[src/verilog/copy_macros.svh]
`ifndef COPY_MACROS_SVH
`define COPY_MACROS_SVH

// Copy units sharing the memory port
`define COPY_N_UNITS     2

`define COPY_ADDR_W      32  // Byte address
`define COPY_DATA_W      32  // One AXI beat
`define COPY_LEN_W       8   // Beats minus one, as in AXI

// Local buffer per unit, limits LEN to 15
`define COPY_BUF_DEPTH   16

`define COPY_REG_ADDR_W  6   // Slave bus byte address

`endif
[src/verilog/copy_pkg.sv]
`default_nettype none

`include "copy_macros.svh"

package copy_pkg;

  typedef logic [`COPY_ADDR_W-1:0]           addr_t;
  typedef logic [`COPY_DATA_W-1:0]           data_t;
  typedef logic [`COPY_DATA_W/8-1:0]         strb_t;
  typedef logic [`COPY_LEN_W-1:0]            len_t;
  typedef logic [$clog2(`COPY_N_UNITS)-1:0]  unit_sel_t;

  typedef enum logic [1:0] {
    ENG_IDLE,
    ENG_RD_REQ,   // Read burst in flight
    ENG_RD_DATA,  // Skid drains into the buffer
    ENG_WR_DATA
  } engine_state_t;

  typedef enum logic [2:0] {BR_IDLE, BR_AW, BR_W, BR_AR, BR_R} bridge_state_t;

endpackage

`default_nettype wire

[src/verilog/copy_accel_top.sv]
`timescale 1ns/10ps
`default_nettype none

`include "copy_macros.svh"

module copy_accel_top (
  input  logic                         clk,
  input  logic                         rst,
  input  logic                         valid,
  input  logic [`COPY_REG_ADDR_W-1:0]  addr,
  input  copy_pkg::data_t              wdata,
  input  copy_pkg::strb_t              wstrb,
  output logic                         ready,
  output copy_pkg::data_t              rdata,
  output logic                         axi_awvalid,
  input  logic                         axi_awready,
  output copy_pkg::addr_t              axi_awaddr,
  output copy_pkg::len_t               axi_awlen,
  output logic [2:0]                   axi_awsize,
  output logic [1:0]                   axi_awburst,
  output logic                         axi_wvalid,
  input  logic                         axi_wready,
  output copy_pkg::data_t              axi_wdata,
  output copy_pkg::strb_t              axi_wstrb,
  output logic                         axi_wlast,
  output logic                         axi_bready,
  output logic                         axi_arvalid,
  input  logic                         axi_arready,
  output copy_pkg::addr_t              axi_araddr,
  output copy_pkg::len_t               axi_arlen,
  output logic [2:0]                   axi_arsize,
  output logic [1:0]                   axi_arburst,
  input  logic                         axi_rvalid,
  output logic                         axi_rready,
  input  copy_pkg::data_t              axi_rdata,
  input  logic                         axi_rlast
);
  import copy_pkg::*;

  logic [`COPY_N_UNITS-1:0]   busy;
  logic [`COPY_N_UNITS-1:0]   start;
  addr_t [`COPY_N_UNITS-1:0]  src;
  addr_t [`COPY_N_UNITS-1:0]  dst;
  len_t  [`COPY_N_UNITS-1:0]  len;

  // Unit master ports, one slice per engine
  logic [`COPY_N_UNITS-1:0]   s_valid;
  logic [`COPY_N_UNITS-1:0]   s_ready;
  logic [`COPY_N_UNITS-1:0]   s_last;
  addr_t [`COPY_N_UNITS-1:0]  s_addr;
  data_t [`COPY_N_UNITS-1:0]  s_wdata;
  strb_t [`COPY_N_UNITS-1:0]  s_wstrb;
  len_t  [`COPY_N_UNITS-1:0]  s_len;
  data_t                      s_rdata;

  logic   w_valid;
  logic   w_ready;
  addr_t  w_addr;
  data_t  w_data;
  strb_t  w_strb;
  len_t   w_len;
  logic   w_last;
  logic   r_valid;
  logic   r_ready;
  addr_t  r_addr;
  data_t  r_data;
  len_t   r_len;
  logic   r_last;

  copy_regs u_regs (.*);

  for (genvar u = 0; u < `COPY_N_UNITS; u++) begin : g_unit
    copy_engine u_engine (
      .clk       (clk),
      .rst       (rst),
      .start     (start[u]),
      .src       (src[u]),
      .dst       (dst[u]),
      .len       (len[u]),
      .req_ready (s_ready[u]),
      .req_last  (s_last[u]),
      .rdata     (s_rdata),
      .busy      (busy[u]),
      .req_valid (s_valid[u]),
      .req_addr  (s_addr[u]),
      .req_wdata (s_wdata[u]),
      .req_wstrb (s_wstrb[u]),
      .req_len   (s_len[u])
    );
  end

  burst_merge u_merge (.*);  // Names match the merged channels

  burst_to_axi u_bridge (.*);

endmodule

`default_nettype wire

[src/verilog/burst_to_axi.sv]
`timescale 1ns/10ps
`default_nettype none

`include "copy_macros.svh"

module burst_to_axi (
  input  logic             clk,
  input  logic             rst,
  input  logic             w_valid,
  output logic             w_ready,
  input  copy_pkg::addr_t  w_addr,
  input  copy_pkg::data_t  w_data,
  input  copy_pkg::strb_t  w_strb,
  input  copy_pkg::len_t   w_len,
  output logic             w_last,
  input  logic             r_valid,
  output logic             r_ready,
  input  copy_pkg::addr_t  r_addr,
  output copy_pkg::data_t  r_data,
  input  copy_pkg::len_t   r_len,
  output logic             r_last,
  output logic             axi_awvalid,
  input  logic             axi_awready,
  output copy_pkg::addr_t  axi_awaddr,
  output copy_pkg::len_t   axi_awlen,
  output logic [2:0]       axi_awsize,
  output logic [1:0]       axi_awburst,
  output logic             axi_wvalid,
  input  logic             axi_wready,
  output copy_pkg::data_t  axi_wdata,
  output copy_pkg::strb_t  axi_wstrb,
  output logic             axi_wlast,
  output logic             axi_bready,
  output logic             axi_arvalid,
  input  logic             axi_arready,
  output copy_pkg::addr_t  axi_araddr,
  output copy_pkg::len_t   axi_arlen,
  output logic [2:0]       axi_arsize,
  output logic [1:0]       axi_arburst,
  input  logic             axi_rvalid,
  output logic             axi_rready,
  input  copy_pkg::data_t  axi_rdata,
  input  logic             axi_rlast
);
  import copy_pkg::*;

  localparam logic [2:0] BEAT_SIZE = 3'($clog2(`COPY_DATA_W / 8));

  bridge_state_t state;
  len_t          beat_cnt;  // Write beats sent in this burst

  always_ff @(posedge clk or posedge rst) begin
    if (rst) begin
      state       <= BR_IDLE;
      axi_awvalid <= 1'b0;
      axi_arvalid <= 1'b0;
      beat_cnt    <= '0;
    end else begin
      case (state)
        BR_IDLE: begin
          if (w_valid) begin  // Writes first
            axi_awvalid <= 1'b1;
            state       <= BR_AW;
          end else if (r_valid) begin
            axi_arvalid <= 1'b1;
            state       <= BR_AR;
          end
        end
        BR_AW: begin
          if (axi_awready) begin
            axi_awvalid <= 1'b0;
            state       <= BR_W;
          end
        end
        BR_W: begin
          if (axi_wvalid && axi_wready) begin
            beat_cnt <= beat_cnt + 1'b1;
            if (axi_wlast) begin
              beat_cnt <= '0;
              state    <= BR_IDLE;
            end
          end
        end
        BR_AR: begin
          if (axi_arready) begin
            axi_arvalid <= 1'b0;
            state       <= BR_R;
          end
        end
        BR_R: begin
          if (axi_rvalid && axi_rready && axi_rlast) begin
            state <= BR_IDLE;
          end
        end
        default: state <= BR_IDLE;
      endcase
    end
  end

  assign axi_awaddr  = w_addr;
  assign axi_awlen   = w_len;
  assign axi_awsize  = BEAT_SIZE;
  assign axi_awburst = 2'b01;  // INCR
  assign axi_araddr  = r_addr;
  assign axi_arlen   = r_len;
  assign axi_arsize  = BEAT_SIZE;
  assign axi_arburst = 2'b01;

  assign axi_wvalid = (state == BR_W) && w_valid;
  assign axi_wdata  = w_data;
  assign axi_wstrb  = w_strb;
  assign axi_wlast  = (state == BR_W) && (beat_cnt == w_len);
  assign w_ready    = (state == BR_W) && axi_wready;
  assign w_last     = axi_wlast;
  assign axi_bready = 1'b1;  // Responses are dropped

  assign axi_rready = (state == BR_R) && r_valid;
  assign r_ready    = (state == BR_R) && axi_rvalid;
  assign r_data     = axi_rdata;
  assign r_last     = axi_rlast;

  a_aw_stable: assert property (@(posedge clk) disable iff (rst)
    axi_awvalid && !axi_awready |=>
      axi_awvalid && $stable(axi_awaddr) && $stable(axi_awlen));

endmodule

`default_nettype wire

[src/verilog/burst_merge.sv]
`timescale 1ns/10ps
`default_nettype none

`include "copy_macros.svh"

module burst_merge (
  input  logic                                  clk,
  input  logic                                  rst,
  input  logic [`COPY_N_UNITS-1:0]              s_valid,
  output logic [`COPY_N_UNITS-1:0]              s_ready,
  output logic [`COPY_N_UNITS-1:0]              s_last,
  input  copy_pkg::addr_t [`COPY_N_UNITS-1:0]   s_addr,
  input  copy_pkg::data_t [`COPY_N_UNITS-1:0]   s_wdata,
  input  copy_pkg::strb_t [`COPY_N_UNITS-1:0]   s_wstrb,
  input  copy_pkg::len_t  [`COPY_N_UNITS-1:0]   s_len,
  output copy_pkg::data_t                       s_rdata,
  output logic                                  w_valid,
  input  logic                                  w_ready,
  output copy_pkg::addr_t                       w_addr,
  output copy_pkg::data_t                       w_data,
  output copy_pkg::strb_t                       w_strb,
  output copy_pkg::len_t                        w_len,
  input  logic                                  w_last,
  output logic                                  r_valid,
  input  logic                                  r_ready,
  output copy_pkg::addr_t                       r_addr,
  input  copy_pkg::data_t                       r_data,
  output copy_pkg::len_t                        r_len,
  input  logic                                  r_last
);
  import copy_pkg::*;

  logic       w_running;
  unit_sel_t  w_unit;     // Owner of the write channel
  logic       r_running;
  unit_sel_t  r_unit;
  logic       w_req_any;
  unit_sel_t  w_req;
  logic       r_req_any;
  unit_sel_t  r_req;

  // Later index overrides, so the highest requester wins
  always_comb begin
    w_req_any = 1'b0;
    r_req_any = 1'b0;
    w_req     = '0;
    r_req     = '0;
    for (int i = 0; i < `COPY_N_UNITS; i++) begin
      if (s_valid[i] && (|s_wstrb[i])) begin
        w_req_any = 1'b1;
        w_req     = unit_sel_t'(i);
      end else if (s_valid[i]) begin
        r_req_any = 1'b1;
        r_req     = unit_sel_t'(i);
      end
    end
  end

  always_ff @(posedge clk or posedge rst) begin
    if (rst) begin
      w_running <= 1'b0;
      w_unit    <= '0;
      r_running <= 1'b0;
      r_unit    <= '0;
    end else begin
      if (!w_running && w_req_any) begin
        w_running <= 1'b1;
        w_unit    <= w_req;
      end else if (w_valid && w_ready && w_last) begin
        w_running <= 1'b0;
      end
      if (!r_running && r_req_any) begin
        r_running <= 1'b1;
        r_unit    <= r_req;
      end else if (r_valid && r_ready && r_last) begin
        r_running <= 1'b0;
      end
    end
  end

  assign w_valid = w_running && s_valid[w_unit];
  assign w_addr  = s_addr[w_unit];
  assign w_data  = s_wdata[w_unit];
  assign w_strb  = s_wstrb[w_unit];
  assign w_len   = s_len[w_unit];

  assign r_valid = r_running && s_valid[r_unit];
  assign r_addr  = s_addr[r_unit];
  assign r_len   = s_len[r_unit];
  assign s_rdata = r_data;  // Broadcast, only the owner sees ready

  always_comb begin
    s_ready = '0;
    s_last  = '0;
    if (w_running) begin
      s_ready[w_unit] = w_ready;
      s_last[w_unit]  = w_last;
    end
    if (r_running) begin
      s_ready[r_unit] = r_ready;
      s_last[r_unit]  = r_last;
    end
  end

  a_w_owner_holds: assert property (@(posedge clk) disable iff (rst)
    w_running |-> s_valid[w_unit]);
  a_r_owner_holds: assert property (@(posedge clk) disable iff (rst)
    r_running |-> s_valid[r_unit]);

endmodule

`default_nettype wire

[src/verilog/copy_engine.sv]
`timescale 1ns/10ps
`default_nettype none

`include "copy_macros.svh"

module copy_engine (
  input  logic             clk,
  input  logic             rst,
  input  logic             start,
  input  copy_pkg::addr_t  src,
  input  copy_pkg::addr_t  dst,
  input  copy_pkg::len_t   len,
  input  logic             req_ready,
  input  logic             req_last,
  input  copy_pkg::data_t  rdata,
  output logic             busy,
  output logic             req_valid,
  output copy_pkg::addr_t  req_addr,
  output copy_pkg::data_t  req_wdata,
  output copy_pkg::strb_t  req_wstrb,
  output copy_pkg::len_t   req_len
);
  import copy_pkg::*;

  localparam int IDX_W = $clog2(`COPY_BUF_DEPTH);

  engine_state_t     state;
  addr_t             src_q;
  addr_t             dst_q;
  len_t              len_q;
  data_t             line_mem [`COPY_BUF_DEPTH];
  data_t             skid_q;
  logic              skid_vld;
  logic [IDX_W-1:0]  fill_idx;  // Next buffer word to fill
  logic [IDX_W-1:0]  out_idx;   // Next buffer word to send
  logic              rd_beat;
  logic              wr_beat;

  assign rd_beat = (state == ENG_RD_REQ) && req_ready;
  assign wr_beat = (state == ENG_WR_DATA) && req_ready;

  assign busy      = (state != ENG_IDLE);
  assign req_valid = (state == ENG_RD_REQ) || (state == ENG_WR_DATA);
  assign req_addr  = (state == ENG_WR_DATA) ? dst_q : src_q;
  assign req_wstrb = (state == ENG_WR_DATA) ? '1 : '0;  // Zero strobes select a read
  assign req_wdata = line_mem[out_idx];
  assign req_len   = len_q;

  always_ff @(posedge clk or posedge rst) begin
    if (rst) begin
      state    <= ENG_IDLE;
      skid_vld <= 1'b0;
      fill_idx <= '0;
      out_idx  <= '0;
    end else begin
      skid_vld <= rd_beat;
      if (skid_vld) begin
        fill_idx <= fill_idx + 1'b1;
      end
      case (state)
        ENG_IDLE: begin
          if (start) begin
            state    <= ENG_RD_REQ;
            fill_idx <= '0;
            out_idx  <= '0;
          end
        end
        ENG_RD_REQ: begin
          if (rd_beat && req_last) begin
            state <= ENG_RD_DATA;
          end
        end
        ENG_RD_DATA: begin
          state <= ENG_WR_DATA;  // Last beat reaches the buffer here
        end
        ENG_WR_DATA: begin
          if (wr_beat) begin
            out_idx <= out_idx + 1'b1;
            if (req_last) begin
              state <= ENG_IDLE;
            end
          end
        end
      endcase
    end
  end

  // Configuration is sampled once per copy, so later register writes
  // cannot disturb a running burst
  always_ff @(posedge clk) begin
    if (start && (state == ENG_IDLE)) begin
      src_q <= src;
      dst_q <= dst;
      len_q <= (len > len_t'(`COPY_BUF_DEPTH - 1)) ? len_t'(`COPY_BUF_DEPTH - 1) : len;
    end
    if (rd_beat) begin
      skid_q <= rdata;  // Holds the beat off the AXI data path
    end
    if (skid_vld) begin
      line_mem[fill_idx] <= skid_q;
    end
  end

endmodule

`default_nettype wire

[src/verilog/copy_regs.sv]
`timescale 1ns/10ps
`default_nettype none

`include "copy_macros.svh"

module copy_regs (
  input  logic                                  clk,
  input  logic                                  rst,
  input  logic                                  valid,
  input  logic [`COPY_REG_ADDR_W-1:0]           addr,
  input  copy_pkg::data_t                       wdata,
  input  copy_pkg::strb_t                       wstrb,
  input  logic [`COPY_N_UNITS-1:0]              busy,
  output logic                                  ready,
  output copy_pkg::data_t                       rdata,
  output logic [`COPY_N_UNITS-1:0]              start,
  output copy_pkg::addr_t [`COPY_N_UNITS-1:0]   src,
  output copy_pkg::addr_t [`COPY_N_UNITS-1:0]   dst,
  output copy_pkg::len_t  [`COPY_N_UNITS-1:0]   len
);
  import copy_pkg::*;

  logic [`COPY_REG_ADDR_W-3:0] word;  // Word offset
  unit_sel_t                   unit;
  logic                        is_status;
  logic                        wr_en;

  assign word      = addr[`COPY_REG_ADDR_W-1:2];
  assign unit      = unit_sel_t'(word[3:2]);
  assign is_status = word[3];
  assign wr_en     = valid && ready && (|wstrb) && !is_status;

  always_ff @(posedge clk or posedge rst) begin
    if (rst) begin
      ready <= 1'b0;
    end else begin
      ready <= valid && !ready;  // One cycle per access
    end
  end

  always_ff @(posedge clk) begin
    if (wr_en) begin
      case (word[1:0])
        2'd0:    src[unit] <= wdata;
        2'd1:    dst[unit] <= wdata;
        2'd2:    len[unit] <= len_t'(wdata);
        default: ;  // CTRL only starts the unit
      endcase
    end
  end

  always_comb begin
    start = '0;
    if (wr_en && (word[1:0] == 2'd3) && !busy[unit]) begin
      start[unit] = 1'b1;  // Busy unit ignores the command
    end
  end

  always_comb begin
    if (is_status) begin
      rdata = data_t'(busy);
    end else begin
      case (word[1:0])
        2'd0:    rdata = src[unit];
        2'd1:    rdata = dst[unit];
        2'd2:    rdata = data_t'(len[unit]);
        default: rdata = data_t'(busy[unit]);
      endcase
    end
  end

endmodule

`default_nettype wire

[config.mk]
export PLATFORM = sky130hd
export DESIGN_NAME = copy_accel_top
export DESIGN_NICKNAME = d
export VERILOG_FILES = /design/src/verilog/copy_pkg.sv /design/src/verilog/copy_accel_top.sv /design/src/verilog/burst_to_axi.sv /design/src/verilog/burst_merge.sv /design/src/verilog/copy_engine.sv /design/src/verilog/copy_regs.sv
export VERILOG_INCLUDE_DIRS = /design/src /design/src/verilog
export SDC_FILE = /design/constraint.sdc
export NUM_CORES = 1
export LEC_CHECK = 0
export BUFFER_PORTS_ARGS = -buffer_cell sky130_fd_sc_hd__buf_2
export CAP_MARGIN = 20
export CORE_MARGIN = 2
export CORE_UTILIZATION = 55
export CTS_BUF_LIST = sky130_fd_sc_hd__clkbuf_4 sky130_fd_sc_hd__clkbuf_8
export DETAILED_ROUTE_END_ITERATION = 12
export GPL_TIMING_DRIVEN = 0
export PLACE_DENSITY_LB_ADDON = 0.25
export SLEW_MARGIN = 20
export SYNTH_ARGS = -nofsm -noshare
export SYNTH_HDL_FRONTEND = slang
export SYNTH_SLANG_ARGS = --single-unit
[constraint.sdc]
create_clock -name clk -period 7.7 [get_ports clk]
set_clock_uncertainty 0.1 [all_clocks]
set_input_delay 1.54 -clock clk [delete_from_list [all_inputs] [get_ports clk]]
set_output_delay 1.54 -clock clk [all_outputs]
set_load 0.01 [all_outputs]
; Yosys cells after proc, flatten, opt, wreduce, memory -nomap -nowiden
; Memories as Yosys holds them, arrays and structs flattened.
; Cells that the tools add are included.
[totals]
ff_bits = 392
ram_bits = 1024
inputBits = 82
output_inout_bits = 165
memories = 2
[classes]
addsub = 5
order_cmp = 8
n_eq_ne = 31
n_mux = 105
bitwise_logic = 2
reduce_logical = 68
[memory_table]
columns = name, depth, word_bits, read_ports, rd_ports_with_merged_regs, wr, line
row1 = g_unit[0].u_engine.line_mem, 16, 32, 1, 0, 1, copy_engine.sv:31  ; data_t line_mem [`COPY_BUF_DEPTH];
row2 = g_unit[1].u_engine.line_mem, 16, 32, 1, 0, 1, copy_engine.sv:31
[op_table]
columns = op, count
row1 = $mux 32, 14
row2 = $bwmux 64, 2
row3 = $pmux 32 s3, 1
row4 = $mux 8, 8
row5 = $mux 4, 14
row6 = $logic_and 1x1->1, 35
row7 = $demux 32 s1, 1
row8 = $mux 1, 31
row9 = $mux 2, 13
row10 = $mux 3, 7
row11 = $ne 2x2->1 const B, 10
row12 = $add 4x1->4 const B, 4
row13 = $bwmux 16, 1
row14 = $gt 8x4->1 const B, 2
row15 = $pmux 2 s4, 2
row16 = $pmux 4 s2, 2
row17 = $reduce_bool 2->1, 8
row18 = $pmux 3 s5, 1
row19 = $eq 2x2->1 const B, 6
row20 = $ne 2x1->1 const B, 6
row21 = $reduce_and 4->1, 3
row22 = $reduce_or 4->1, 3
row23 = $reduce_and 3->1, 3
row24 = $add 8x1->8 const B, 1
row25 = other kinds (19), 41

; Depth between registers and ports, before layout
; Gate-level depths: netlist of the first run.
[logic_depth]
word_depth = 12
depth_mapped = 8

; Hierarchy
; Synthesis of the first run repeated with hierarchy kept, for this count alone.
[unflattened]
cells_unflattened = 3117
area_unflattened_um2 = 57680.3
[modules_own_cells]
columns = mod, instances, cells_per_inst, area_each_um2
row1 = copy_engine at g_unit[0].u_engine, 1, 1166, 23901.7
row2 = copy_engine at g_unit[1].u_engine, 1, 1166, 23900.4
row3 = copy_regs, 1, 333, 5811.8
row4 = burst_to_axi, 1, 258, 2064.5
row5 = burst_merge, 1, 194, 2001.9

; Worst setup path before layout of the first run
; Ideal clock, no wire load.
[synth_timing]
kind = input port to flip-flop
from = input port addr[5]
to = register g_unit[1].u_engine.dst_q[0], enable pin
setup_ns = 0.600
t_arrival_ns = 7.148
required_time_ns = 7.000
path_slack_ns = -0.148
stages = 4
path_buffers = 1
path_cell_list = buf_2 and3b_1 nand3_1 nor3_1
[synth_via]
elab_chain_cells = 6
[synth_lines]
columns = element, line
row1 = from (decl), copy_accel_top.sv:10  ; input logic [`COPY_REG_ADDR_W-1:0] addr,
row2 = $logic_not 1->1, copy_regs.sv:31  ; assign wr_en = valid && ready && (|wstrb) && !is_status;
row3 = $logic_and 1x1->1, copy_regs.sv:31
row4 = $logic_and 1x1->1 (2 in a row), copy_regs.sv:54  ; if (wr_en && (word[1:0] == 2'd3) && !busy[unit]) begin
row5 = $mux 2, copy_regs.sv:54
row6 = $logic_and 1x1->1, copy_engine.sv:91  ; if (start && (state == ENG_IDLE)) begin
row7 = to (signal assigned), copy_engine.sv:93  ; dst_q <= dst;
row8 = to (decl), copy_engine.sv:29  ; addr_t dst_q;
; Every way passes these cells.
; A chain may end at the register's enable or synchronous reset.

; Worst setup path in the final report of the first run
[layout_timing]
from = register g_unit[0].u_engine.out_idx[1]
to = output port axi_wdata[27]
[layout_via]
elab_chain_cells = 3
[layout_lines]
columns = element, line
row1 = from (decl), copy_engine.sv:35  ; logic [IDX_W-1:0] out_idx;
row2 = from (signal assigned), copy_engine.sv:78  ; out_idx <= out_idx + 1'b1;
row3 = $mem_v2 16x32, n/a
row4 = $mux 32 (implied by the code) (2 in a row), burst_merge.sv:83  ; assign w_data = s_wdata[w_unit];
row5 = to (decl), copy_accel_top.sv:23  ; output copy_pkg::data_t axi_wdata,
; Every way passes these cells. The select of a mux whose other input is x is not followed.

==> results of run 1 <==
metal layers:
metal  track usage [%]  routed length, µm  vias up
li1                  -                  -    12158
met1             33.82              49380    14819
met2             42.49              65810     1489
met3             5.138              11320      288
met4             9.803               4614        0
met5                 0                  0        -
worst max-delay path by stage:
stage          depth (start not counted)                           from                       endpoint  slack (ns)
2_1_floorplan                          7                        addr[5]  g_unit[0].u_engine.out_idx[1]        1.62
3_3_place_gp                           5                        addr[5]  g_unit[0].u_engine.out_idx[1]       -0.53
3_5_place_dp                           8                        addr[4]                      rdata[30]        2.29
4_1_cts                                9  g_unit[0].u_engine.out_idx[1]                  axi_wdata[27]        1.42
5_1_grt                                9  g_unit[0].u_engine.out_idx[1]                  axi_wdata[28]        1.30
6_report                               9  g_unit[0].u_engine.out_idx[1]                  axi_wdata[27]        1.40
logic make-up after synthesis:
| group | count (synthesis) | share of synthesized area (%) |
|---|---|---|
| DFF | 1416 | 76.68 |
| muxes | 489 | 15.32 |
| and+or+nand+nor | 341 | 3.051 |
| AOI/OAI and AO/OA | 249 | 2.854 |
| buffers and inverters | 180 | 1.408 |
| adders and majority gates | 20 | 0.4534 |
| xor gates and xnor gates | 14 | 0.2222 |
| other | 2 | 0.01361 |
power by group:
part	internal [mW]	switching (mW)
Combinational	1.41	1.91
Sequential	8.56	0.135
Clock	3.34	2.83
Total	13.3	4.87
registers in the layout (all words and copies together) (netlist names), 4 cells and up:
signal / flops
g_unit.u_engine.line_mem: 1024
g_unit.u_engine.req_len: 16
g_unit.u_engine.dst_q: 64
g_unit.u_engine.fill_idx: 8
g_unit.u_engine.state: 4
u_bridge.beat_cnt: 8
u_regs.src: 64
u_regs.dst: 64
u_regs.len: 16
g_unit.u_engine.src_q: 64
g_unit.u_engine.out_idx: 8
g_unit.u_engine.skid_q: 64
cell type report:
class	instances	area, µm²
plain buffers	161	710.7
repair buffers	297	2101
diodes	12	30.03
clock buffers	299	3652
inverters	19	71.32
multi-input cells	1132	12300
flip-flops and latches	1416	42320
clock inverters	98	701.9
well taps	1298	1624
fillers	6695	36340
through the flow:
| stage | instances | area [µm²] | total power, mW | setup slack (ns) |
|---|---|---|---|---|
| global route | 4731 | 63510 | 18.82 | 1.296 |
| CTS | 4720 | 63480 | 18.26 | 1.423 |
| detailed placement | 4323 | 59130 | 12.15 | 2.286 |
| global placement | 4258 | 58050 | 12.04 | -0.5269 |
| floorplan | 2728 | 55260 | 10.97 | 1.616 |
| finish | 4732 | 63520 | 18.17 | 1.402 |
worst max-delay path, stage by stage (launching register included):
cell and delay, ns:
dfrtp_1 0.37, clkbuf_1 0.53, buf_2 0.44, inv_1 0.21, nand2_1 0.40, clkbuf_1 0.46, o221ai_1 0.22, o22ai_1 0.52
o21ai_0 0.35, buf_2 0.25
placed cells by master (no fill, tap or decap), types with 6 or more instances in the layout:
cell type / instances
edfxtp_1: 1376
mux4_2: 275
buf_2: 266
clkbuf_8: 225
mux2i_1: 130
nor2_1: 113
clkbuf_1: 87
mux2_2: 78
a21oi_1: 78
clkbuf_4: 74
nand2_1: 72
nor2b_1: 55
o21ai_0: 53
clkinv_1: 49
buf_4: 46
dfrtp_1: 40
o221ai_1: 35
o22ai_1: 34
clkinv_2: 29
buf_1: 22
ha_1: 20
nand3_1: 19
conb_1: 19
inv_1: 18
a211oi_1: 14
buf_12: 13
diode_2: 12
xor2_1: 12
buf_16: 12
nand2b_1: 10
and2_2: 9
o211ai_1: 8
and2_4: 8
bufinv_16: 8
a22o_1: 7
nor2_4: 6
o22a_1: 6
and3_2: 6
nor3b_2: 6
==> metrics, run 1 <==
CP max FO=10; vias in the first global route=29923; setup bufs post-CTS=0; Die Span Y=approximately 320 µm; clk buf depth=3; Final GP Congestion=~0.86; Final TNS setup=0 ns; Worst Min Path Start=u_regs.dst[21]; Wirelength per Cell=about 28 µm; DP HPWL=a little under 90000 µm; Pins Over Slew Limit=0; Netlist cell types=52; Hold Fails Final Rpt=0; cells after synthesis=approximately 2700; Routed Antenna Nets=0; first drt pass iteration count=6; Power Dens Cells=about 290 mW/mm²; syn avg cell area=20.36 µm²; most common cell in the netlist=edfxtp_1; Leakage=a little over 20 nW; arrival time worst endpoint=roughly 4.7 ns; Synth Flop Type=edfxtp_1; total vias in the final route=between 20000 and 30000; final wirelength=about 130000 µm; WHS Path Cells=0; Critical R2R Capture=g_unit[0].u_engine.skid_q[11]; Initial Utilization=between 50% and 60%; io pins=247; Post-synth EDFFs=1376; Clock Tree Root=clkbuf_8; yosys warns=0; Async S/R FF share, synth=about 2.8%; TritonCTS clock tree=yes; Worst R2R Setup Slack=4.16 ns; worst r2r path cells=6; Rel. slew slack=between 15 and 20%; Horiz. Die Dim=around 320 µm; CTS Hold Bufs=0; H-Tree Depth=4; outcome=finished clean; Num Clock Sinks=around 1400; antenna violations before repair=14; R2R Path Start=u_bridge.state[0]; Core Region=about 0.1 mm²; first-pass GRT wire length=around 190000 µm; Die ar.=~0.10 mm²; Yosys top cell area share=between 70% and 80%; fmax=roughly 0.16 GHz; total global routing overflow=0; Yosys top cell by area=edfxtp_1; NumNets Final=around 3300; Yosys reg bits=between 1000 and 1500; vias per cell=6.077; final core occ=between 60% and 70%; HP Class=flip-flop to flip-flop; top post-synthesis cells by area=edfxtp_1 (75%), mux4_2 (11%), mux2i_1 (2.4%); path type of the worst setup path=flip-flop to output port; unrepaired setup endpoints after global routing=false; drc violations=0; maxcap violations=0; clock network latency to the later pin of the worst-skew pair=slightly below 0.9 ns; synth cell count leaders=edfxtp_1 (1376), mux4_2 (275), mux2i_1 (130); post-cts resize count=0; P&R area growth vs syn=15.08%; crit start category=flip-flop; TritonCTS Buffers=between 200 and 250; clock-pin slew on the worst setup and hold paths=roughly 0.06 ns; Setup-failing EPs final=0; Netlist Area Pre-Place=0.05519 mm²; register area share after synthesis=76.68%; CP endpoint kind=output port; Tot GR Track Use=approximately 26%; Port Buffers=232; WHS=between 0.3 and 0.4 ns; worst slew pin tran=1.208 ns; share of layout cells above drive strength 1=between 30% and 40%; peak supply drop=between 0.15 and 0.2 mV; period utilization=81.79%; largest net degree at the start of global routing=34; Hold EP=g_unit[0].u_engine.dst_q[21]; CP required=around 6.1 ns; Cell Rows=about 120; post-route minimum period=roughly 6.3 ns; Initial DRC Count=3226
No activity file was read; power rests on OpenSTA's default activity.
==> inputs of run 2 (changes only) <==
clock period = 5.5 ns   (was 7.7 ns; I/O delays follow)
==> run 2 against run 1 <==
Final cell count down 0.11%. Critical path depth down 2. Power rose by 38%. Routed wire length is 0.19% higher. Hold slack got worse by 0.24 ns.
==> metrics, run 2 (same netlist as run 1, synthesis figures left out) <==
drc violations=0 (unchanged); total chip power=25.14 mW (was 18.17 mW); worst slew pin tran=1.059 ns (was 1.208 ns); NetSw=6.782 mW (was 4.869 mW); CTS Hold Bufs=0 (unchanged); grt met1 use=34.94% (was 33.82%); grt peak-use layer=met2 (unchanged); Final GP Congestion=0.8761 (was 0.8629); sw frac=26.97% (was 26.79%); Cell Chain, Critical Path=buf_6 > clkbuf_1 > clkbuf_2 > clkbuf_1 > nand2_1 > o21ai_1 > buf_2 (was clkbuf_1 > buf_2 > inv_1 > nand2_1 > clkbuf_1 > o221ai_1 > o22ai_1 > o21ai_0 > buf_2); Hold Fails Final Rpt=0 (unchanged); largest net degree at the start of global routing=33 (was 34); Port Buffers=232 (unchanged); io pins=247 (unchanged); combinational cell fraction of total power=18.6% (was 18.2%); vias per cell=6.094 (was 6.077); Initial Utilization=55.27% (unchanged); clock network latency to the later pin of the worst-skew pair=0.88 ns (was 0.87 ns); first-pass GRT wire length=190600 µm (was 189600 µm); Buf/Inv on CP=5 (unchanged); Routed Antenna Nets=0 (unchanged); M3 GR Usage=4.420% (was 5.138%); share of layout cells above drive strength 1=32.87% (was 32.20%); DP HPWL=87670 µm (was 87110 µm); TritonCTS Buffers=212 (was 211); vias in the first global route=29657 (was 29923); Flop pwr share=48.4% (was 47.8%); CP required=4.30 ns (was 6.06 ns); Core Region=0.09986 mm² (unchanged); Leakage=20.58 nW (was 20.56 nW); Power Dens Cells=395.8 mW/mm² (was 286.1 mW/mm²); Clock Tree Root=clkbuf_8 (unchanged); peak supply drop=0.2416 mV (was 0.1819 mV); Tot GR Track Use=25.68% (was 25.60%); CP endpoint kind=output port (unchanged); P&R area growth vs syn=15.09% (was 15.08%); Die Span Y=320.8 µm (unchanged); worst r2r path cells=6 (unchanged); Rel. slew slack=29.41% (was 18.58%); Setup-failing EPs final=0 (unchanged); Clock Power Share=33.0% (was 33.9%); placed inst area=0.05928 mm² (was 0.05913 mm²); arrival time worst endpoint=4.19 ns (was 4.66 ns); unrepaired setup endpoints after global routing=false (unchanged); path type of the worst setup path=flip-flop to output port (unchanged); maxcap violations=0 (unchanged); HP Class=primary input to asynchronous set/reset pin (was flip-flop to flip-flop); commonest non-fill, non-tap cell in the layout=edfxtp_1 (unchanged); antenna violations before repair=14 (unchanged); Horiz. Die Dim=320.8 µm (unchanged); slack of the critical path=0.1144 ns (was 1.402 ns); post-cts resize count=18 (was 0); total vias in the final route=28805 (was 28754); CP top delay family=buffers and inverters (unchanged); period utilization=97.92%; crit start category=flip-flop (unchanged); total global routing overflow=0 (unchanged); CP max FO=10 (unchanged); clock-pin slew on the worst setup and hold paths=0.06 ns (about the same); Final TNS setup=0 ns (unchanged); most frequent cells in the layout=edfxtp_1 (1376), mux4_2 (275), buf_2 (261) (was edfxtp_1 (1376), mux4_2 (275), buf_2 (266)); R2R Path Start=u_bridge.state[0] (unchanged); post-route minimum period=around 5.4 ns; Initial DRC Count=3358 (was 3226); Design Area, Final=0.06352 mm² (about the same); Worst R2R Setup Slack=2.38 ns (was 4.16 ns); pre-CTS setup slack=0.6112 ns (was 2.286 ns); cell mode on critical path=clkbuf_1; outcome=finished clean (unchanged); met2 Resource Use GR=43.00% (was 42.49%); first drt pass iteration count=5 (was 6); Die ar.=0.1029 mm² (unchanged); fmax=approximately 0.19 GHz; Wirelength per Cell=27.79 µm (was 27.71 µm); Num Clock Sinks=1416 (unchanged); final core occ=63.62% (was 63.61%); Critical R2R Capture=g_unit[0].u_engine.skid_q[12] (was g_unit[0].u_engine.skid_q[11]); Largest Register=g_unit.u_engine.line_mem (unchanged); TritonCTS clock tree=yes (unchanged); Pins Over Slew Limit=0 (unchanged); H-Tree Depth=4 (unchanged); final wirelength=131400 µm (was 131100 µm); Cell Rows=116 (unchanged); max reg flops=1024 (unchanged); P_int=18.36 mW (was 13.30 mW); clk buf depth=3 (unchanged); setup bufs post-CTS=0 (unchanged); crit path max-delay cell type=clkbuf_1 (unchanged); largest stage delay on the critical path=0.68 ns (was 0.53 ns); NumNets Final=3350 (was 3340)
-- run 2: area by class of cell --
type	instances	area (µm²)
fillers	6664	36330
diodes	9	22.52
flip-flops and latches	1416	42320
multi-input cells	1132	12330
clock buffers	301	3617
clock inverters	85	515.5
repair buffers	306	2257
well taps	1298	1624
plain buffers	161	768.2
inverters	19	71.32
-- run 2: per-layer routing --
metal / vias up / share of wire, %
met5: - / 0
met4: 0 / 2.4
met3: 199 / 7.9
met2: 1386 / 51
met1: 15052 / 39
li1: 12168 / -
-- run 2: worst max-delay path by stage --
| stage | start | to | slack (ns) | cells after the start |
|---|---|---|---|---|
| 3_3_place_gp | addr[5] | g_unit[1].u_engine.src_q[28] | -1.44 | 4 |
| 4_1_cts | g_unit[0].u_engine.out_idx[1] | axi_wdata[24] | 0.03 | 8 |
| 6_report | u_merge.w_unit | axi_wdata[24] | 0.11 | 7 |
| 2_1_floorplan | addr[5] | g_unit[1].u_engine.dst_q[0] | 0.38 | 4 |
| 5_1_grt | g_unit[1].u_engine.out_idx[0] | axi_wdata[4] | 0.02 | 8 |
| 3_5_place_dp | g_unit[0].u_engine.out_idx[1] | axi_wdata[30] | 0.61 | 9 |
-- run 2: through the flow --
step	cells	hold slack (ns)
floorplan	2728	0.3207
finish	4727	0.1068
global placement	4258	0.3227
CTS	4717	0.04483
detailed placement	4331	0.3323
global route	4727	0.06886
-- run 2: power groups by stage --
stage / combinational (mW) / sequential [mW] / clock [mW]
4_1_cts: 4.66 / 12.2 / 8.43
2_1_floorplan: 3.02 / 12.3 / 0
3_5_place_dp: 4.63 / 12.4 / 0
5_1_grt: 4.97 / 12.2 / 8.91
3_3_place_gp: 4.48 / 12.4 / 0
6_report: 4.67 / 12.2 / 8.30
